[src/hw/soc_settings.svh]
//------------------------------------------------------------
// System bus core settings
// Bus widths, address map, CSR banks and reset timing
//------------------------------------------------------------
`ifndef SOC_SETTINGS_SVH
`define SOC_SETTINGS_SVH

// Wishbone data bus
`define SOC_ADDR_W 32
`define SOC_DATA_W 32
`define SOC_SEL_W 4

// CSR address, 4-bit bank above a 10-bit register
`define SOC_CSR_A_W 14

// Scratch RAM depth in words
`define SOC_RAM_WORDS 256

// Reload of the reset debounce counter
`define SOC_RST_DEBOUNCE 255

// Region codes on address bits 30:28
`define SOC_REGION_RAM 3'b000
`define SOC_REGION_CSR 3'b110

// CSR banks
`define SOC_BANK_SYSCTL 4'h1
`define SOC_BANK_TIMER 4'h2

// Release 1.2.0 final on M1
`define SOC_SYSTEM_ID 32'h12004D31

// Top address bits that must be clear for a null pointer
`define SOC_NULL_LIMIT_W 14

`endif

[src/hw/reset_gen.sv]
//------------------------------------------------------------
// Reset generator
// Debounces the reset request into the internal reset
//------------------------------------------------------------
`timescale 1ns/1ps
`include "soc_settings.svh"

module reset_gen (
	input  logic sys_clk,
	input  logic trigger_reset,
	input  logic hard_rst_i,
	output logic sys_rst_o
);

	localparam int CNT_W = $clog2(`SOC_RST_DEBOUNCE + 1);

	// Power-up values hold the core in reset
	logic             req_q = 1'b1;
	logic [CNT_W-1:0] rst_cnt = CNT_W'(`SOC_RST_DEBOUNCE);
	logic             rst_q = 1'b1;

	always_ff @(posedge sys_clk) begin
		// Button or software hard reset
		req_q <= trigger_reset | hard_rst_i;
		// Reload while requested, else drain to zero
		if (req_q) begin
			rst_cnt <= CNT_W'(`SOC_RST_DEBOUNCE);
		end else if (rst_cnt != '0) begin
			rst_cnt <= rst_cnt - 1'b1;
		end
		rst_q <= rst_cnt != '0;
	end

	assign sys_rst_o = rst_q;

endmodule

[config.mk]
export PLATFORM = sky130hd
export DESIGN_NAME = reset_gen
export DESIGN_NICKNAME = d
export VERILOG_FILES = /design/src/hw/reset_gen.sv
export VERILOG_INCLUDE_DIRS = /design/src /design/src/hw
export SDC_FILE = /design/constraint.sdc
export NUM_CORES = 1
export LEC_CHECK = 0
export ABC_AREA = 1
export BUFFER_PORTS_ARGS = -buffer_cell sky130_fd_sc_hd__buf_2
export CORE_AREA = 4 4 41 43
export DETAILED_ROUTE_END_ITERATION = 10
export DIE_AREA = 0 0 45 47
export PLACE_DENSITY = 0.7
export SLEW_MARGIN = 15
export SYNTH_ARGS = -nofsm -noshare
export SYNTH_HDL_FRONTEND = slang
export SYNTH_SLANG_ARGS = --single-unit
[constraint.sdc]
create_clock -name sys_clk -period 1 [get_ports sys_clk]
set_input_delay 0.15 -clock sys_clk [delete_from_list [all_inputs] [get_ports sys_clk]]
set_output_delay 0.15 -clock sys_clk [all_outputs]
set_load 0.03 [all_outputs]
==> out/summary.txt, run 1 <==
dpl hpwl: 711 um
Crit Path Class: register to register
cts hold-fix bufs: 0
global route overflow: 0
Final Power: 0.000813 W
Reg2Reg Depth: 6
H-Tree Depth: 1
worst r2r src: rst_cnt[1]
largest net degree at the start of global routing: 10
Mapped Avg Cell Area: 7.10 sq um
leak pwr: 0.372 nW
Worst Tran Pin Value: 0.243 ns
Die Ht: 47 um
# DRC: 0
GP Congestion: 0.812
CTS Buf Count: 3
fin. max-slew vios: 0
P_int: 0.000644 W
worst path required time: 1.14 ns
total wire length: 1050 um
global-route wire length before repair: 1750 um
Max Cap Viol: 0
clock latency on the worst-skew pair: 0.27 ns
hold_sp: trigger_reset
Yosys cell types: 15
Period minus WS final: 1.17 ns
CTS sink count: 10
element type at the critical path end: register
Final WS setup: -0.170 ns
total iterations of the first detailed-routing run: 4
number of cell rows: 13
Area after DPL: 588 sq um
Sw Ratio: 20.8%
post-route cell area: 641 sq um
wire length per cell: 10.5 um
die area: 2120 sq um
yosys warns: 0
setup_tns: -1.24 ns
Die X-Extent: 45 um
Starting Density: 39.8%
via count of the first global-routing pass: 407
RSZ-0062 raised after global routing: true
P per Cell Area: 1270 nW/um^2
detailed-route vias per instance: 4.72
CTS tree: done
DR vias: 472
clock slew at reported path FFs: 0.06 ns
status: finished, violations left
crit share post-route: 117%
post-synthesis register bit count: 10
# IOs: 4
final hold violation count: 0
Syn-to-layout area delta: 23.7%
FF-to-FF setup slack: -0.17 ns
CP Launch Type: register
Root Driver: clkbuf_4
Hold Slack: 0.0654 ns
net switching power: 0.000169 W
CP startpoint: rst_cnt[1]
VDD IR max: 0.742 mV
Mapped Nets: 78
diodes inserted: 0
Synth Cell Area: 518 sq um
maximum clock path buffer count: 2
f_max: 855 MHz
final setup fails: 9
initial antenna violation count: 0
Worst Path Arrival: 1.31 ns
critical path fanouts, max: 9
failing checks: negative setup slack
Comb power frac: 4.5%
GRT Util Overall: 11.7%
clock power share: 45.3%
Final nets: 91
sequential share of power: 50.1%
Slew Limit Headroom: 83.8%
Final Skew: 0.00551 ns
Hold Path Class: input pin to register
core region area: 1300 sq um
share of cells above drive strength 1: 31.8%
Post-Synthesis Cells: 73
hold-critical path depth: 2
DRT antenna net count: 0
Seq/Total Area, Yosys: 38.6%
IO buf count: 3
DRT iter0 DRCs: 13
-- cell type report --
class	instances	area, sq um
Multi-Input combinational cell	51	285
Timing Repair Buffer	8	52.6
Inverter	12	45.0
Tap cell	15	18.8
Clock buffer	4	36.3
Fill cell	121	661
Sequential cell	10	203
-- through the flow --
stage	cells	setup slack [ns]	util (%)
3_3_place_gp	94	-0.145	45.2
3_5_place_dp	94	-0.161	45.2
2_1_floorplan	73	-0.0960	-
4_1_cts	99	-0.142	48.6
5_1_grt	100	-0.237	49.2
6_report	100	-0.170	49.2
-- placed cells by master, fill, tap and decap left out --
master    instances
nor2_1           10
clkbuf_4          3
dfxtp_1           8
nand2_2           2
o21ai_1           3
buf_2             3
dfxtp_2           2
inv_1             8
clkbuf_8          1
nand2_4           1
inv_2             4
nand3_2           1
ha_4              1
ha_1              1
or2_2             1
nand3_1           9
nand2_1          19
nor3b_4           1
buf_4             5
o21ai_2           1
nor2_4            1
-- synth_stat cells, drive strengths merged --
master	instances	area [sq um]
dfxtp	10	200
ha	2	25.0
inv	12	45.1
nand2	22	95.1
nand3	10	55.1
nor2	11	48.8
nor3b	1	18.8
o21ai	4	23.8
or2	1	6.26
-- path summary, 6_finish.rpt --
check                                  end
worst min register to register  rst_cnt[5]
worst max-delay path            rst_cnt[1]
worst max register to register  rst_cnt[1]
worst min-delay path                 req_q
-- power by group through the flow --
stage               Combinational, W  Clock, W  Sequential, W
floorplan                  0.0000198         0       0.000417
global placement           0.0000366         0       0.000417
global route               0.0000431  0.000404       0.000408
finish                     0.0000370  0.000369       0.000408
detailed placement         0.0000366         0       0.000417
CTS                        0.0000367  0.000384       0.000407
-- sequential cells by signal, summed over array words and instances (netlist names) --
| signal | cells |
|---|---|
| rst_cnt | 8 |
| sys_rst_o | 1 |
| req_q | 1 |
-- per-layer routing --
layer / global-route usage [%] / part of all wire, %
met1: 15.5 / 46
met2: 16.7 / 48
met3: 6.90 / 5.4
met4: 1.75 / 0
met5: 0 / 0
-- worst max-delay path, stage by stage (launching register included) --
cell and delay, ns:
dfxtp_2 0.32, inv_2 0.08, ha_4 0.12, nor3b_4 0.23
nand2_4 0.13, nand2_1 0.09, nand3_1 0.07
-- logic make-up after synthesis --
group                    Yosys count  share of synthesized area, %
AO/OA/AOI/OAI                      4                          4.59
adder cells (fa/ha/maj)            2                          4.83
buffers and inverters             12                          8.70
flip-flops                        10                          38.6
AND/OR/NAND/NOR                   45                          43.2
-- repair_timing --
item | CTS | global route
setup endpoints to repair | 9 | 9
pin swaps | 1 | 1
gates resized for setup | 0 | 1
setup buffers | 1 | 1
No activity file was read; power rests on OpenSTA's default activity.
==> inputs of run 2 (changes only) <==
- CORE_AREA: 4 4 41 43 -> unset
- CORE_MARGIN: unset -> 4
- CORE_UTILIZATION: unset -> 30
- DIE_AREA: 0 0 45 47 -> unset
- PLACE_DENSITY: 0.7 -> 0.59
==> run 2 against run 1 <==
The flow still finishes with violations (negative setup slack). Utilization is 7.4 points lower. Final area increased by 2.9%. First-iteration DRC count did not move. Clock skew about the same. Count of clock-buffer cells in the layout is the same. Cell count rose by 3.0%. Critical path type unchanged. Critical endpoint is now rst_cnt[0]. Largest power group unchanged.
==> out/summary.txt, run 2 (synthesized netlist as in run 1, its figures left out) <==
most common cell after layout, fill and taps aside: nand2_1
IO buf count: 3 (unchanged)
CP Launch Type: register
area occupied by multi-input gates: 285 sq um (unchanged)
Worst Tran Pin Value: 0.262 ns (+0.0189 ns)
Hold Slack: 0.0631 ns (-0.00228 ns)
Final nets: 93 (+2.2%)
max reg flops: 8 (unchanged)
P_int: 0.000644 W (about the same)
CTS sink count: 10 (unchanged)
H-Tree Depth: 1 (unchanged)
status: finished, violations left
most frequent cells in the layout: nand2_1 (19), nor2_1 (10), nand3_1 (9), inv_1 (8), dfxtp_1 (8)
VDD IR max: 0.725 mV (-2.4%)
share of cells above drive strength 1: 33.3% (+1.6 points)
final setup fails: 8 (-1)
Comb power frac: 4.6% (about the same)
f_max: 886 MHz (+3.6%)
maximum clock path buffer count: 2 (unchanged)
dpl ws: -0.173 ns (-0.0117 ns)
element type at the critical path end: register
Die Ht: 49.6 um (+5.4%)
clock power share: 45.3% (about the same)
core region area: 1580 sq um (+21%)
DRT antenna net count: 0 (unchanged)
initial antenna violation count: 0 (unchanged)
# DRC: 0 (unchanged)
final hold violation count: 0 (unchanged)
cts hold-fix bufs: 0 (unchanged)
Syn-to-layout area delta: 27.3%
Worst Path Arrival: 1.28 ns (-0.03 ns)
die area: 2460 sq um (+16%)
DR vias: 466 (-1.3%)
P per Cell Area: 1240 nW/um^2 (-2.6%)
Crit Path Class: register to register
Final Skew: 0.00577 ns (+0.000258 ns)
CTS tree: done
Root Driver: clkbuf_4
net switching power: 0.000171 W (+1.1%)
DRT iter0 DRCs: 13 (unchanged)
Period minus WS final: 1.13 ns (-0.0405 ns)
fin. max-slew vios: 0 (unchanged)
met3 capacity usage during global routing: 1.81% (-5.1 points)
Reg with most FFs: rst_cnt
global-route wire length before repair: 1790 um (+2.4%)
Hold Path Class: input pin to register
FF/Latch Area: 203 sq um (unchanged)
Max Cap Viol: 0 (unchanged)
Global Route met1 Usage: 12.6% (-2.9 points)
failing checks: negative setup slack
GP Congestion: 0.780 (-3.9%)
global route overflow: 0 (unchanged)
global route hottest layer: met2
Sw Ratio: 21.0% (+0.18 points)
final core utilization: 41.8% (-7.4 points)
largest net degree at the start of global routing: 10 (unchanged)
via count of the first global-routing pass: 447 (+9.8%)
dpl hpwl: 764 um (+7.4%)
setup_tns: -0.905 ns (+0.333 ns)
GRT Util Overall: 9.42% (-2.3 points)
Starting Density: 32.9% (-7.0 points)
CTS Buf Count: 3 (unchanged)
RSZ-0062 raised after global routing: true
critical path fanouts, max: 9 (unchanged)
Slew Limit Headroom: 82.5% (-1.3 points)
total iterations of the first detailed-routing run: 4 (unchanged)
Final WS setup: -0.129 ns (+0.0405 ns)
detailed-route vias per instance: 4.52 (-4.1%)
total wire length: 979 um (-6.9%)
sequential share of power: 50.1% (about the same)
M2 GR Usage: 13.9% (-2.8 points)
worst path required time: 1.15 ns (about the same)
leak pwr: 0.382 nW (+2.8%)
Die X-Extent: 49.6 um (+10%)
number of cell rows: 14 (+1)
clock slew at reported path FFs: 0.07 ns (about the same)
crit share post-route: 113% (-4.0 points)
wire length per cell: 9.50 um (-9.6%)
# IOs: 4 (unchanged)
clock latency on the worst-skew pair: 0.27 ns (about the same)
number of standard cells in the final layout excluding fillers: 103 (+3.0%)
diodes inserted: 0 (unchanged)
cell count after placement: 98 (+4.3%)
# fillers: 169 (+40%)
run 2: metal layers:
layer | part of all wire (%) | routed length [um]
met1 | 50 | 492
met2 | 45 | 436
met3 | 3.9 | 38
met4 | 1.1 | 11
met5 | 0 | 0
run 2: layout make-up:
class,count,area share [%]
multi-input combinational,51,43.3
tap,16,3.04
timing repair buffer,10,10.2
clock buffer,4,5.50
sequential,10,30.7
inverter,12,7.21
run 2: worst max-delay path, cell delays in order (launching register included):
cell,delay (ns)
dfxtp_2,0.34
inv_4,0.06
ha_4,0.12
nor3b_4,0.22
nand2_4,0.12
nand2_1,0.09
nand3_1,0.06
run 2: repair_timing:
item | CTS | global route
endpoints found under the setup margin | 9 | 9
cloned | 0 | 0
gates resized for setup | 1 | 1
pin swaps | 1 | 1
setup buffers | 1 | 0
run 2: power groups by stage:
stage / logic (W) / registers [W] / clock network [W]
final: 0.0000374 / 0.000408 / 0.000370
after CTS: 0.0000373 / 0.000408 / 0.000376
after global placement: 0.0000372 / 0.000417 / 0
after detailed placement: 0.0000371 / 0.000417 / 0
after global routing: 0.0000426 / 0.000409 / 0.000393
after floorplan: 0.0000198 / 0.000417 / 0
run 2: worst paths after layout:
path	startpoint	to	slack, ns	cells after the start
setup / recovery	rst_cnt[1]	rst_cnt[0]	-0.13	6
hold / removal	trigger_reset	req_q	0.06	2
setup reg to reg	rst_cnt[1]	rst_cnt[0]	-0.13	6
hold reg to reg	req_q	rst_cnt[2]	0.55	2
run 2: per-stage QoR:
step / total power (W) / instance area [sq um]
after global routing: 0.000845 / 659
after detailed placement: 0.000454 / 612
final: 0.000815 / 659
after CTS: 0.000821 / 657
after global placement: 0.000454 / 612
after floorplan: 0.000437 / 532
==> inputs of run 3 (changes only) <==
- CTS_CLUSTER_SIZE: unset -> 10
- PLACE_DENSITY: 0.59 -> 0.46
==> run 3 against run 2 <==
The flow still finishes with violations (negative setup slack). Total power is 9.7% lower. Via count decreased by 0.21%. Cell count is 0.97% higher. Sequential power about the same. Register-to-register slack worse by 0.02 ns. Maximum frequency down 1.7%. Flip-flop and latch count unchanged. Critical endpoint is now rst_cnt[1]. Largest cell class unchanged.
==> out/summary.txt, run 3 (synthesized netlist as in run 1, its figures left out) <==
status: finished, violations left
failing checks: negative setup slack
cell count after placement: 101 (+3.1%)
RSZ-0062 raised after global routing: true
met3 capacity usage during global routing: 3.61% (+1.8 points)
final hold violation count: 0 (unchanged)
critical path fanouts, max: 9 (unchanged)
final setup fails: 9 (+1)
diodes inserted: 0 (unchanged)
Final nets: 95 (+2.2%)
Starting Density: 32.9% (unchanged)
total iterations of the first detailed-routing run: 2 (-2)
Period minus WS final: 1.15 ns (+0.0192 ns)
# fillers: 178 (+5.3%)
via count of the first global-routing pass: 449 (+0.45%)
element type at the critical path end: register
clock latency on the worst-skew pair: 0.26 ns (about the same)
Reg with most FFs: rst_cnt
detailed-route vias per instance: 4.47 (-1.2%)
Slew Limit Headroom: 81.6% (-0.94 points)
leak pwr: 0.386 nW (+1.0%)
GRT Util Overall: 9.98% (+0.56 points)
fin. max-slew vios: 0 (unchanged)
Global Route met1 Usage: 11.3% (-1.3 points)
f_max: 871 MHz (-1.7%)
number of standard cells in the final layout excluding fillers: 104 (+0.97%)
Worst Tran Pin Value: 0.276 ns (+0.0140 ns)
Max Cap Viol: 0 (unchanged)
Hold Path Class: input pin to register
GP Congestion: 0.754 (-3.3%)
VDD IR max: 0.559 mV (-23%)
initial antenna violation count: 0 (unchanged)
DR vias: 465 (-0.21%)
maximum clock path buffer count: 2 (unchanged)
Root Driver: clkbuf_4
CP Launch Type: register
crit share post-route: 115% (+1.9 points)
CTS Buf Count: 3 (unchanged)
H-Tree Depth: 1 (unchanged)
CTS tree: done
DRT antenna net count: 0 (unchanged)
worst path required time: 1.15 ns (about the same)
clock slew at reported path FFs: 0.07 ns (about the same)
global route overflow: 0 (unchanged)
Final Skew: 0.000978 ns (-0.00479 ns)
# IOs: 4 (unchanged)
dpl hpwl: 786 um (+3.0%)
max reg flops: 8 (unchanged)
wire length per cell: 10.1 um (+6.2%)
DRT iter0 DRCs: 10 (-3)
largest net degree at the start of global routing: 10 (unchanged)
CTS sink count: 10 (unchanged)
Crit Path Class: register to register
Die X-Extent: 49.6 um (unchanged)
Worst Path Arrival: 1.29 ns (about the same)
FF-to-FF setup slack: -0.15 ns (-0.02 ns)
most frequent cells in the layout: nand2_1 (19), nor2_1 (10), nand3_1 (9), buf_4 (9)
share of cells above drive strength 1: 34.1% (+0.76 points)
IO buf count: 3 (unchanged)
cts hold-fix bufs: 0 (unchanged)
global-route wire length before repair: 1810 um (+1.5%)
# DRC: 0 (unchanged)
Die Ht: 49.6 um (unchanged)
global route hottest layer: met2
P per Cell Area: 1110 nW/um^2 (-9.9%)
Final WS setup: -0.148 ns (-0.0192 ns)
final core utilization: 41.9% (+0.079 points)
die area: 2460 sq um (unchanged)
most common cell after layout, fill and taps aside: nand2_1
M2 GR Usage: 16.1% (+2.2 points)
Syn-to-layout area delta: 27.5%
number of cell rows: 14 (unchanged)
total wire length: 1050 um (+7.3%)
core region area: 1580 sq um (unchanged)
[run 3: cell count changes in the layout (fill, tap and decap cells not counted), sizes merged]
cell | previous run | this run
clkbuf | 4 | 3
buf | 10 | 12
[run 3: report_power, final]
group / switching, W / internal (W) / total [W]
clock network: 0.000149 / 0.000139 / 0.000288
logic: 0.0000202 / 0.0000198 / 0.0000399
registers: 0.00000396 / 0.000405 / 0.000409
[run 3: layer usage]
metal	wire length (um)	share of wire [%]
met1	553	53
met2	451	43
met3	35	3.3
met4	9	0.86
met5	0	0
[run 3: critical path, cell delays in order (launching register included)]
cell and delay [ns]:
dfxtp_2 0.33, inv_2 0.08, ha_4 0.12, nor3b_4 0.22, nand2_4 0.13, nand2_1 0.09, nand3_1 0.06
[run 3: area by class of cell]
cell class | instances | area, sq um | area share [%]
Tap cell | 16 | 20.0 | 3.03
Clock buffer | 3 | 22.5 | 3.41
Multi-Input combinational cell | 51 | 285 | 43.2
Sequential cell | 10 | 203 | 30.7
Inverter | 12 | 47.5 | 7.20
Timing Repair Buffer | 12 | 82.6 | 12.5
[run 3: through the flow]
stage | TNS (ns) | instance area [sq um] | power (W) | worst slack (ns) | hold WS, ns
final | -1.08 | 661 | 0.000736 | -0.148 | 0.0622
after global routing | -1.64 | 661 | 0.000774 | -0.215 | 0.0722
after CTS | -1.16 | 659 | 0.000740 | -0.156 | 0.0606
after detailed placement | -1.17 | 634 | 0.000457 | -0.157 | 0.337
after global placement | -0.980 | 634 | 0.000456 | -0.137 | 0.332
after floorplan | -0.655 | 532 | 0.000437 | -0.0960 | 0.254
[run 3: timing repair]
action,in CTS,in global routing
hold endpoints to repair,0,0
gates resized for setup,1,1
buffers inserted,0,0
setup endpoints to repair,9,9
[run 3: path summary, 6_finish.rpt]
path	start	endpoint	cells past startpoint
setup / recovery	rst_cnt[1]	rst_cnt[1]	6
hold / removal	trigger_reset	req_q	2
setup reg to reg	rst_cnt[1]	rst_cnt[1]	6
hold reg to reg	rst_cnt[0]	rst_cnt[0]	3
