**config.mk**
```make
export PLATFORM = sky130hd
export DESIGN_NAME = csr_timer
export DESIGN_NICKNAME = d
export VERILOG_FILES = /design/src/hw/soc_pkg.sv /design/src/hw/csr_timer.sv
export VERILOG_INCLUDE_DIRS = /design/src /design/src/hw
export SDC_FILE = /design/constraint.sdc
export NUM_CORES = 1
export LEC_CHECK = 0
export BUFFER_PORTS_ARGS = -buffer_cell sky130_fd_sc_hd__buf_2
export CELL_PAD_IN_SITES_DETAIL_PLACEMENT = 1
export CELL_PAD_IN_SITES_GLOBAL_PLACEMENT = 1
export CORE_MARGIN = 2
export CORE_UTILIZATION = 35
export CTS_CLUSTER_SIZE = 8
export DETAILED_ROUTE_END_ITERATION = 7
export PLACE_DENSITY_LB_ADDON = 0.05
export REMOVE_ABC_BUFFERS = 1
export SYNTH_ARGS = -nofsm -noshare
export SYNTH_HDL_FRONTEND = slang
export SYNTH_SLANG_ARGS = --single-unit
```
**constraint.sdc**
```tcl
create_clock -name sys_clk -period 5.5 [get_ports sys_clk]
set_clock_uncertainty 0.05 [all_clocks]
set_input_delay 0.825 -clock sys_clk [delete_from_list [all_inputs] [get_ports sys_clk]]
set_output_delay 0.825 -clock sys_clk [all_outputs]
set_load 0.02 [all_outputs]
```
**src/hw/soc_settings.svh**
```systemverilog
//------------------------------------------------------------
// System bus core settings
// Bus widths, address map, CSR banks and reset timing
//------------------------------------------------------------
`ifndef SOC_SETTINGS_SVH
`define SOC_SETTINGS_SVH

// Wishbone data bus
`define SOC_ADDR_W 32
`define SOC_DATA_W 32
`define SOC_SEL_W 4

// CSR address, 4-bit bank above a 10-bit register
`define SOC_CSR_A_W 14

// Scratch RAM depth in words
`define SOC_RAM_WORDS 256

// Reload of the reset debounce counter
`define SOC_RST_DEBOUNCE 255

// Region codes on address bits 30:28
`define SOC_REGION_RAM 3'b000
`define SOC_REGION_CSR 3'b110

// CSR banks
`define SOC_BANK_SYSCTL 4'h1
`define SOC_BANK_TIMER 4'h2

// Release 1.2.0 final on M1
`define SOC_SYSTEM_ID 32'h12004D31

// Top address bits that must be clear for a null pointer
`define SOC_NULL_LIMIT_W 14

`endif

```
**src/hw/soc_pkg.sv**
```systemverilog
//------------------------------------------------------------
// Shared types of the system bus core
// Bus words, CSR address and FSM encodings
//------------------------------------------------------------
`include "soc_settings.svh"

package soc_pkg;

	// Wishbone words
	typedef logic [`SOC_ADDR_W-1:0] wb_addr_t;
	typedef logic [`SOC_DATA_W-1:0] wb_data_t;
	typedef logic [`SOC_SEL_W-1:0] wb_sel_t;

	// Bank in the top 4 bits, register below
	typedef logic [`SOC_CSR_A_W-1:0] csr_addr_t;

	// Region code, same width as the map constants
	typedef logic [$bits(`SOC_REGION_RAM)-1:0] region_t;

	// One bus cycle at a time
	typedef enum logic [1:0] {
		bus_idle,
		bus_busy,
		bus_resp
	} bus_state_t;

	// Decoded target of a cycle
	typedef enum logic [1:0] {
		slave_ram,
		slave_csr,
		slave_none
	} slave_sel_t;

endpackage

```
**src/hw/csr_timer.sv**
```systemverilog
//------------------------------------------------------------
// Timer CSR bank
// Compare timer with autoreload and a sticky interrupt
//------------------------------------------------------------
`timescale 1ns/1ps
`include "soc_settings.svh"

module csr_timer (
	input  logic               sys_clk,
	input  logic               sys_rst_i,
	input  soc_pkg::csr_addr_t csr_a_i,
	input  logic               csr_we_i,
	input  soc_pkg::wb_data_t  csr_dw_i,
	output soc_pkg::wb_data_t  csr_dr_o,
	output logic               timer_irq_o
);

	localparam int REG_W = `SOC_CSR_A_W - 4;

	logic              bank_hit;
	logic [REG_W-1:0]  reg_sel;
	logic              en_q;
	logic              reload_q;
	soc_pkg::wb_data_t compare_q;
	soc_pkg::wb_data_t counter_q;

	assign bank_hit = csr_a_i[`SOC_CSR_A_W-1 -: 4] == `SOC_BANK_TIMER;
	assign reg_sel  = csr_a_i[REG_W-1:0];

	always_ff @(posedge sys_clk) begin
		if (sys_rst_i) begin
			csr_dr_o    <= '0;
			en_q        <= 1'b0;
			reload_q    <= 1'b0;
			compare_q   <= '0;
			counter_q   <= '0;
			timer_irq_o <= 1'b0;
		end else begin
			// Count up to compare
			if (en_q) begin
				if (counter_q == compare_q) begin
					timer_irq_o <= 1'b1;
					if (reload_q)
						counter_q <= '0;
					else
						en_q <= 1'b0;
				end else begin
					counter_q <= counter_q + 1'b1;
				end
			end
			csr_dr_o <= '0;
			if (bank_hit) begin
				// Writes win over the count logic
				if (csr_we_i) begin
					case (reg_sel)
						REG_W'(0): begin
							en_q        <= csr_dw_i[0];
							reload_q    <= csr_dw_i[1];
							timer_irq_o <= 1'b0;
						end
						REG_W'(1): compare_q <= csr_dw_i;
						REG_W'(2): counter_q <= csr_dw_i;
						default: ;
					endcase
				end
				case (reg_sel)
					REG_W'(0): csr_dr_o <= soc_pkg::wb_data_t'({reload_q, en_q});
					REG_W'(1): csr_dr_o <= compare_q;
					REG_W'(2): csr_dr_o <= counter_q;
					default:   csr_dr_o <= '0;
				endcase
			end
		end
	end

endmodule

```
==> results.txt, run 1 <==
Outcome: complete, no violations
Pwr/cell area: 449.3 nW/um^2
I/O Buffers: 81
Final worst-path cycle share: 67.58%
Endpoints failing hold: 0
Final antenna-violating net count: 0
Gr ovfl total: 0
Max Slew Vio Count: 0
Slew @ Worst Pin: 1.137 ns
Area grow syn2layout: 12.18%
Drt initial violations: 252
Initial Util: 36.12%
Unique masters post-synth: 57
Top Ports: 82
Die Y: 126.9 um
DRT Pass-1 Iters: 4
Main synth FF type: dfxtp_1
Final setup fails: 0
Max Cap Viol: 0
Worst Hold Class: reg -> reg
TritonCTS buffer count: 9
Vias in the first global route: 4992
M1 WL: 7506 um
Rows: 44
Met2 wire len: 8263 um
#FFs+latches synth: 99
Final non-filler cell total: 847
Initial antenna violation count: 0
Setup slack at placement: 1.347 ns
P_leak: 2.248 nW
Kind of critical path: in -> reg
Commonest non-fill, non-tap cell in the layout: nor2_1
Post-Synthesis Cell Area: 5289 sq um
EDFF count, synth: 0
Post-layout nets: 708
Clock Sinks: 99
Relative max-transition margin: 24.19%
Clk slew on worst S/H paths: 0.07 ns
Die footprint: 16110 sq um
# H-tree levels: 3
Unrepaired setup endpoints after global routing: false
Synthesized area per cell: 8.530 sq um
Sequential element share of the synthesized area: 37.47%
Post_cts resized: 0
Worst Path Max Fanout: 32
Critical Path Start Type: input pin
Post-route setup TNS: 0 ns
DPL Wire Length: 11130 um
Worst-Skew Late Latency: 0.36 ns
FMAX: 0.2691 GHz
Die span in x: 126.9 um
Synthesized instance count: 620
Min Tclk post-route: 3.717 ns
Worst EP arrival: 3.88 ns
Diodes inserted: 0
DR WL/cell: 19.44 um
RD Place Congestion: 0.8278
TritonCTS clock tree: built
GRT Resource Usage Total: 21.29%
Hold_buf cts: 0
Dpl cells: 831
Top sig layer: met4
Root buffer cell: clkbuf_16
Max VDD drop: 0.4736 mV
First-pass GRT wire length: 26930 um
Yosys warns: 0
Layout cell share with drive strength beyond 1: 18.85%
Async S/R FF share, synth: 0%
Setup ws final: 1.783 ns
Crit end category: register
Most frequent cells in the layout: nor2_1 (103), dfxtp_1 (99), buf_2 (81)
Final wirelength: 16470 um
Length of routed met3 wiring: 523 um
Core box area: 14640 sq um
Vias/cell: 5.607
CP required: 5.66 ns
Residual DRC: 0
Post CTS Setup Buffer Count: 0
Vias: 4749
Clk buf depth: 2
Largest net degree at the start of global routing: 41
==> sequential cells by signal, summed over array words and instances (netlist names) <==
name and cells:
timer_irq_o 1, csr_dr_o 32, en_q 1, compare_q 32, reload_q 1, counter_q 32
==> path summary, 6_finish.rpt <==
path / start / end / slack [ns] / depth (start not counted)
setup / recovery: csr_a_i[5] / compare_q[5] / 1.78 / 8
setup reg to reg: counter_q[5] / counter_q[16] / 2.35 / 6
hold / removal: timer_irq_o / timer_irq_o / 0.49 / 2
hold reg to reg: timer_irq_o / timer_irq_o / 0.49 / 2
==> logic make-up (layout without fill, tap and decap cells) <==
family	after synthesis	count (layout)	synth area share [%]
XOR/XNOR	34	34	5.631
flip-flops	99	99	37.47
AO/OA/AOI/OAI	122	122	16.04
AND/OR/NAND/NOR	243	243	23.21
multiplexers	48	48	9.297
adder cells (fa/ha/maj)	1	1	0.2365
buffers and inverters	73	116	8.114
==> layer usage <==
| layer | vias to the layer above | track usage (%) |
|---|---|---|
| li1 | 2307 | - |
| met4 | 0 | 4.654 |
| met5 | - | 0 |
| met2 | 77 | 37.70 |
| met1 | 2346 | 26.44 |
| met3 | 19 | 4.808 |
==> critical path, cell delays in order <==
cell and delay [ns]:
buf_2 0.09, or4_1 0.58, nor3_1 0.41, and2_1 0.20, buf_4 0.37, and3_2 1.03, mux2i_1 0.28, nor2_1 0.06
==> per-stage QoR <==
step	hold WS (ns)	util (%)	cell area [sq um]	power, mW
detailed placement	0.4812	38.28	5605	1.973
global route	0.5115	40.52	5933	2.830
global placement	0.4684	38.28	5605	1.961
CTS	0.4890	40.52	5933	2.687
floorplan	0.4486	-	4897	1.468
finish	0.4876	40.52	5933	2.666
==> cell usage after synthesis (2+ instances only) <==
cell type / count / area [sq um]
a31oi_1: 7 / 43.79
nor3_1: 17 / 85.08
inv_1: 9 / 33.78
nand4_1: 14 / 87.58
a221oi_1: 8 / 70.07
mux2i_1: 39 / 390.4
nor3b_1: 2 / 15.01
a211oi_1: 9 / 67.56
nand3_1: 17 / 85.08
dfxtp_1: 99 / 1982
buf_2: 10 / 50.05
clkbuf_1: 30 / 112.6
xor2_1: 32 / 280.3
nor4_1: 21 / 131.4
and3_1: 7 / 43.79
o21a_1: 4 / 30.03
nand4_4: 2 / 42.54
mux2_2: 9 / 101.4
buf_4: 10 / 75.07
nor2_1: 103 / 386.6
or4_1: 5 / 37.54
o21ai_0: 18 / 90.09
clkbuf_8: 7 / 96.34
a22oi_1: 32 / 240.2
a311oi_1: 6 / 52.55
buf_6: 3 / 33.78
o31ai_1: 5 / 37.54
a21oi_1: 24 / 120.1
nand2_1: 31 / 116.4
nand3b_1: 8 / 60.06
xnor2_1: 2 / 17.52
and2_1: 3 / 18.77
or3_1: 3 / 18.77
==> final cells by class <==
type / instances / area [sq um]
fill: 1762 / 8711
multi-input combinational: 448 / 2883
timing repair buffer: 90 / 473.0
inverter: 10 / 37.54
sequential: 99 / 1982
tap: 184 / 230.2
clock inverter: 5 / 75.07
clock buffer: 11 / 252.7
==> report_power, final <==
part / switching, mW / internal [mW]
combinational: 0.802 / 0.288
sequential: 0.105 / 0.768
clock: 0.281 / 0.421
Power figures use the tool's default switching activity.
==> run 2, diff against run 1 <==
--- a/config.mk
+++ b/config.mk
@@ -6,6 +6,7 @@
 export SDC_FILE = /design/constraint.sdc
 export NUM_CORES = 1
 export LEC_CHECK = 0
+export ABC_AREA = 1
 export BUFFER_PORTS_ARGS = -buffer_cell sky130_fd_sc_hd__buf_2
 export CELL_PAD_IN_SITES_DETAIL_PLACEMENT = 1
 export CELL_PAD_IN_SITES_GLOBAL_PLACEMENT = 1
==> constraint.sdc (replaced) <==
create_clock -name sys_clk -period 3 [get_ports sys_clk]
set_clock_uncertainty 0.05 [all_clocks]
set_input_delay 0.45 -clock sys_clk [delete_from_list [all_inputs] [get_ports sys_clk]]
set_output_delay 0.45 -clock sys_clk [all_outputs]
set_load 0.02 [all_outputs]
==> run 2 against run 1 <==
  * Combinational power is 92% lower
  * Clock-buffer cell count is 1 higher
  * Worst setup slack worse by 1.2 ns
  * Critical endpoint is now counter_q[14]
  * Cell area is 13% higher
  * Register-to-register slack worse by 1.8 ns
  * Hold slack worse by 0.15 ns
  * Sequential power is 50% higher
  * Flip-flop and latch count stayed put
  * Cell count is 44% higher
  * Synthesized area is 11% higher
  * Power is 3.0% lower
==> results.txt, run 2 <==
Final worst-path cycle share: 80.99%
Post-Layout Inst Area: 6701 sq um (was 5933 sq um)
CP Depth: 12 (was 8)
Most frequent cells in the layout: nand2_1 (261), a21oi_1 (118), dfxtp_1 (99) (was nor2_1 (103), dfxtp_1 (99), buf_2 (81))
TritonCTS clock tree: built (unchanged)
Drt initial violations: 281 (was 252)
Vias: 6122 (was 4749)
#FFs+latches synth: 99 (unchanged)
Max Cap Viol: 0 (unchanged)
P_leak: 2.804 nW (was 2.248 nW)
Setup slack at placement: 0.6423 ns (was 1.347 ns)
Min Tclk post-route: 2.430 ns
Hold_buf cts: 0 (unchanged)
Worst EP arrival: 2.66 ns (was 3.88 ns)
Unique masters post-synth: 31 (was 57)
Crit end category: register (unchanged)
Sequential element share of the synthesized area: 33.66% (was 37.47%)
Top post-synthesis cells by area: dfxtp_1 (34%), nand2_1 (17%), a21oi_1 (10%) (was dfxtp_1 (37%), mux2i_1 (7.4%), nor2_1 (7.3%))
FMAX: 0.4116 GHz
Hold Slack: 0.3354 ns (was 0.4876 ns)
Post CTS Setup Buffer Count: 0 (unchanged)
Initial antenna violation count: 0 (unchanged)
Clk buf depth: 2 (unchanged)
Synthesized area per cell: 6.218 sq um (was 8.530 sq um)
Rows: 47 (was 44)
CP max-delay cell: dfxtp_1 (was and3_2)
Slew @ Worst Pin: 1.003 ns (was 1.137 ns)
Die footprint: 17880 sq um (was 16110 sq um)
Kind of critical path: reg -> reg (was in -> reg)
Worst-Skew Late Latency: 0.36 ns (about the same)
Post-Synthesis Cell Area: 5888 sq um (was 5289 sq um)
Post-route setup TNS: 0 ns (unchanged)
CP required: 3.23 ns (was 5.66 ns)
Endpoints failing hold: 0 (unchanged)
Main synth FF type: dfxtp_1 (unchanged)
DRT Pass-1 Iters: 4 (unchanged)
Setup ws final: 0.5703 ns (was 1.783 ns)
Pwr/cell area: 386.1 nW/um^2 (was 449.3 nW/um^2)
Top Registers: compare_q x32, counter_q x32, csr_dr_o x32 (unchanged)
Die Y: 133.7 um (was 126.9 um)
Area grow syn2layout: 13.81% (was 12.18%)
# H-tree levels: 3 (unchanged)
Residual DRC: 0 (unchanged)
DPL Wire Length: 14180 um (was 11130 um)
Final wirelength: 19640 um (was 16470 um)
Final setup fails: 0 (unchanged)
EDFF count, synth: 0 (unchanged)
Reg2reg path depth: 12 (was 6)
Post_cts resized: 0 (unchanged)
Clock Sinks: 99 (unchanged)
Root buffer cell: clkbuf_16 (unchanged)
Worst reg2reg setup slack: 0.57 ns (was 2.35 ns)
Initial Util: 35.63% (was 36.12%)
Max VDD drop: 0.2692 mV (was 0.4736 mV)
Core box area: 16520 sq um (was 14640 sq um)
Yosys warns: 0 (unchanged)
Max Slew Vio Count: 0 (unchanged)
RD Place Congestion: 0.8810 (was 0.8278)
Final antenna-violating net count: 0 (unchanged)
Worst Hold Class: in -> reg (was reg -> reg)
Die span in x: 133.7 um (was 126.9 um)
Unrepaired setup endpoints after global routing: false (unchanged)
CP Cell Sequence: inv_2 -> nand2_1 -> nand2_1 -> nand3_1 -> nor2_1 -> nand2_1 -> nor2_4 -> buf_4 -> nand3_1 -> nand2_1 -> nand2_1 -> a21oi_1 (was buf_2 -> or4_1 -> nor3_1 -> and2_1 -> buf_4 -> and3_2 -> mux2i_1 -> nor2_1)
Post-placement cell area: 6405 sq um (was 5605 sq um)
Hold path depth: 3 (was 2)
Vias/cell: 5.010 (was 5.607)
Synthesized instance count: 947 (was 620)
Gr ovfl total: 0 (unchanged)
Synth top cells by count: nand2_1 (261), a21oi_1 (118), dfxtp_1 (99) (was nor2_1 (103), dfxtp_1 (99), mux2i_1 (39))
Post-layout nets: 1047 (was 708)
Vias in the first global route: 6174 (was 4992)
Worst Path Max Fanout: 22 (was 32)
Most frequent cell after synthesis: nand2_1 (was nor2_1)
Layout cell share with drive strength beyond 1: 12.77% (was 18.85%)
Outcome: complete, no violations (unchanged)
First-pass GRT wire length: 32300 um (was 26930 um)
Commonest non-fill, non-tap cell in the layout: nand2_1 (was nor2_1)
Cell type with the largest total area after synthesis: dfxtp_1 (unchanged)
Largest net degree at the start of global routing: 68 (was 41)
Top Ports: 82 (unchanged)
I/O Buffers: 81 (unchanged)
GRT Resource Usage Total: 22.79% (was 21.29%)
Crit path buf inv count: 2 (unchanged)
FILL cells: 2255 (was 1762)
Critical Path Start Type: register (was input pin)
Clk slew on worst S/H paths: 0.07 ns (about the same)
DR WL/cell: 16.07 um (was 19.44 um)
Relative max-transition margin: 33.06% (was 24.19%)
Post-synth top area share: 33.66% (was 37.47%)
TritonCTS buffer count: 9 (unchanged)
Max incr delay on CP: 0.38 ns (was 1.03 ns)
Largest delay share family, worst path: simple AND/OR/NAND/NOR gates (unchanged)
Most common cell type on the critical path: nand2_1
Diodes inserted: 0 (unchanged)
Async S/R FF share, synth: 0% (unchanged)
-- run 2: worst paths after layout --
kind / end / startpoint
max: counter_q[14] / counter_q[2]
min: counter_q[3] / csr_dw_i[3]
max reg2reg: counter_q[14] / counter_q[2]
min reg2reg: compare_q[20] / compare_q[20]
-- run 2: metrics by stage --
| stage | power [mW] | instances | utilization [%] |
|---|---|---|---|
| 3_3_place_gp | 1.430 | 1206 | 38.76 |
| 3_5_place_dp | 1.431 | 1206 | 38.76 |
| 4_1_cts | 2.620 | 1222 | 40.55 |
| 6_report | 2.587 | 1222 | 40.55 |
| 5_1_grt | 2.674 | 1222 | 40.55 |
| 2_1_floorplan | 1.378 | 887 | - |
-- run 2: metal layers --
metal | track usage [%] | part of all wire [%]
met5 | 0 | 0
met2 | 37.69 | 46
met3 | 3.501 | 2.3
met1 | 31.17 | 50
met4 | 5.556 | 1.5
-- run 2: area by class of cell --
cell class,instances,area [sq um],share of cell area (%)
Multi-Input combinational cell,690,3239,48.34
Sequential cell,99,1982,29.57
Timing Repair Buffer,99,540.5,8.066
Inverter,98,367.9,5.489
Tap cell,220,275.3,4.108
Clock buffer,12,246.5,3.678
Clock inverter,4,50.05,0.7468
-- run 2: worst reg2reg max path: stages, from the launching register on --
cell and delay, ns:
dfxtp_1 0.38, inv_2 0.13, nand2_1 0.07, nand2_1 0.06, nand3_1 0.13, nor2_1 0.20
nand2_1 0.21, nor2_4 0.35, buf_4 0.36, nand3_1 0.12, nand2_1 0.08, nand2_1 0.05
a21oi_1 0.14
-- run 2: cell families (layout without fill, tap and decap cells) --
kind of cell	after synthesis	after routing	synth area share (%)
DFF	99	99	33.66
xor gates and xnor gates	37	37	5.504
AOI/OAI and AO/OA	202	202	17.66
buffers and inverters	158	213	11.54
adders and majority gates	1	1	0.2125
and+or+nand+nor	450	450	31.43
-- run 2: power by group --
part | switching (mW) | total (mW) | leakage, nW | internal [mW]
combinational | 0.0517 | 0.0866 | 1.87 | 0.0349
clock | 0.518 | 1.19 | 0.139 | 0.669
sequential | 0.0000693 | 1.31 | 0.797 | 1.31
==> run 3, diff against run 2 <==
==> constraint.sdc (replaced) <==
create_clock -name sys_clk -period 2 [get_ports sys_clk]
set_clock_uncertainty 0.05 [all_clocks]
set_input_delay 0.3 -clock sys_clk [delete_from_list [all_inputs] [get_ports sys_clk]]
set_output_delay 0.3 -clock sys_clk [all_outputs]
set_load 0.02 [all_outputs]
==> run 3 against run 2 <==
  * Non-clock buffer count rose by 40
  * Routed wire length rose by 4.6%
  * Hold slack got worse by 0.14 ns
  * Combinational power rose by 56%
  * Die area did not move
  * Global-route usage rose by 0.30 points
  * Sequential power rose by 50%
  * Flip-flop and latch count did not move
  * Cell area rose by 8.3%
  * Fmax rose by 30%
  * Cell count rose by 3.3%
  * Critical path depth fell by 1
  * Critical path type unchanged
  * Critical endpoint is now counter_q[24]
  * Highest routed layer unchanged
==> results.txt, run 3 (same netlist as run 2, synthesis figures left out) <==
Max Slew Vio Count: 0 (unchanged)
Outcome: complete, no violations (unchanged)
TritonCTS buffer count: 9 (unchanged)
Vias/cell: 4.979 (was 5.010)
Rows: 47 (unchanged)
Kind of critical path: reg -> reg (unchanged)
Final setup fails: 0 (unchanged)
Sequential power share: 50.3% (was 50.8%)
Gr ovfl total: 0 (unchanged)
NetSw: 0.8776 mW (was 0.5698 mW)
Worst-Skew Late Latency: 0.35 ns (was 0.36 ns)
Logic pwr share: 3.5% (was 3.3%)
P_leak: 3.092 nW (was 2.804 nW)
Endpoints failing hold: 0 (unchanged)
Dpl cells: 1240 (was 1206)
Worst reg2reg setup slack: 0.13 ns (was 0.57 ns)
Area grow syn2layout: 23.29% (was 13.81%)
Clk slew on worst S/H paths: 0.07 ns (about the same)
I/O Buffers: 81 (unchanged)
Max VDD drop: 0.5013 mV (was 0.2692 mV)
# H-tree levels: 3 (unchanged)
FMAX: 0.5360 GHz (was 0.4116 GHz)
Max Cap Viol: 0 (unchanged)
DPL Wire Length: 14360 um (was 14180 um)
Worst Hold Class: in -> reg (unchanged)
Clk buf depth: 2 (unchanged)
Setup slack at placement: 0.09144 ns (was 0.6423 ns)
Worst Path Max Fanout: 8 (was 22)
Initial Util: 35.63% (unchanged)
GRT Resource Usage Total: 23.09% (was 22.79%)
Net Sw Frac: 22.48% (was 22.02%)
Min Tclk post-route: 1.866 ns (was 2.430 ns)
Top Ports: 82 (unchanged)
Die span in x: 133.7 um (unchanged)
Int Pwr: 3.026 mW (was 2.017 mW)
Largest net degree at the start of global routing: 68 (unchanged)
Vias in the first global route: 6174 (unchanged)
Critical Path Start Type: register (unchanged)
Initial antenna violation count: 0 (unchanged)
DRT Pass-1 Iters: 5 (was 4)
DR WL/cell: 16.28 um (was 16.07 um)
Most frequent cells in the layout: nand2_1 (258), a21oi_1 (117), inv_1 (89) (was nand2_1 (261), a21oi_1 (118), dfxtp_1 (99))
Die footprint: 17880 sq um (unchanged)
Clock Sinks: 99 (unchanged)
Commonest non-fill, non-tap cell in the layout: nand2_1 (unchanged)
TritonCTS clock tree: built (unchanged)
Hold_buf cts: 0 (unchanged)
Drt initial violations: 358 (was 281)
Diodes inserted: 0 (unchanged)
Final worst-path cycle share: 93.29% (was 80.99%)
Slew @ Worst Pin: 0.5135 ns (was 1.003 ns)
Core box area: 16520 sq um (unchanged)
Post-route setup TNS: 0 ns (unchanged)
Die Y: 133.7 um (unchanged)
Final antenna-violating net count: 0 (unchanged)
First-pass GRT wire length: 32620 um (was 32300 um)
Residual DRC: 0 (unchanged)
Relative max-transition margin: 65.72% (was 33.06%)
Layout cell share with drive strength beyond 1: 20.06% (was 12.77%)
Final wirelength: 20540 um (was 19640 um)
RD Place Congestion: 0.9341 (was 0.8810)
Pwr/cell area: 537.7 nW/um^2 (was 386.1 nW/um^2)
Setup ws final: 0.1343 ns (was 0.5703 ns)
Crit end category: register (unchanged)
Post-layout nets: 1087 (was 1047)
Worst EP arrival: 2.05 ns (was 2.66 ns)
Final non-filler cell total: 1262 (was 1222)
Final Power: 3.903 mW (was 2.587 mW)
Clk pwr share: 46.2% (was 45.9%)
Vias: 6283 (was 6122)
Top Registers: compare_q x32, counter_q x32, csr_dr_o x32 (unchanged)
Layout Utilization: 43.93% (was 40.55%)
CP required: 2.18 ns (was 3.23 ns)
Root buffer cell: clkbuf_16 (unchanged)
[run 3: cell types whose count changed in the layout (fill, tap and decap cells not counted), moves of 6 or more]
cell,previous run,this run
dfxtp_2,0,15
buf_12,0,6
dfxtp_1,99,80
buf_4,18,43
[run 3: final timing paths]
path                startpoint       endpoint  cells past startpoint
setup / recovery  counter_q[9]  counter_q[24]                     11
hold reg to reg   compare_q[6]   compare_q[6]                      2
hold / removal    csr_dw_i[29]  counter_q[29]                      3
setup reg to reg  counter_q[9]  counter_q[24]                     11
[run 3: layout make-up]
class	instances	area, sq um
fill	2216	9265
multi-input combinational	690	3298
sequential	99	2016
timing repair buffer	139	998.5
inverter	98	367.9
tap	220	275.3
clock buffer	10	239.0
clock inverter	6	65.06
[run 3: per-stage QoR]
stage / hold WS, ns / area, sq um
2_1_floorplan: 0.4014 / 5577
3_3_place_gp: 0.4143 / 6735
3_5_place_dp: 0.4191 / 6735
4_1_cts: 0.1799 / 7039
5_1_grt: 0.2067 / 7259
6_report: 0.1906 / 7259
[run 3: routing by layer]
metal	track usage (%)	wire [um]
met1	31.53	10080
met2	38.26	9469
met3	3.272	642
met4	5.969	349
met5	0	0
[run 3: what timing repair did]
| item | CTS | global route |
|---|---|---|
| setup endpoints to repair | 0 | 33 |
| buffers inserted | 0 | 3 |
| resized for setup | 0 | 51 |
[run 3: power by group through the flow]
stage	combinational [mW]	clock (mW)	sequential [mW]
2_1_floorplan	0.0510	0	2.02
3_5_place_dp	0.133	0	2.02
5_1_grt	0.153	1.93	1.96
4_1_cts	0.134	1.87	1.97
6_report	0.135	1.80	1.96
3_3_place_gp	0.133	0	2.02
[run 3: worst max-delay path, stage by stage, from the launching register on]
cell and delay [ns]:
dfxtp_4 0.41, xnor2_1 0.14, nand2_1 0.08, nor2_1 0.15, nand2_1 0.12, nor2_4 0.23, nand2_4 0.15, clkbuf_16 0.20
nand2_1 0.06, nand2_1 0.05, nand2_1 0.05, a21oi_1 0.06
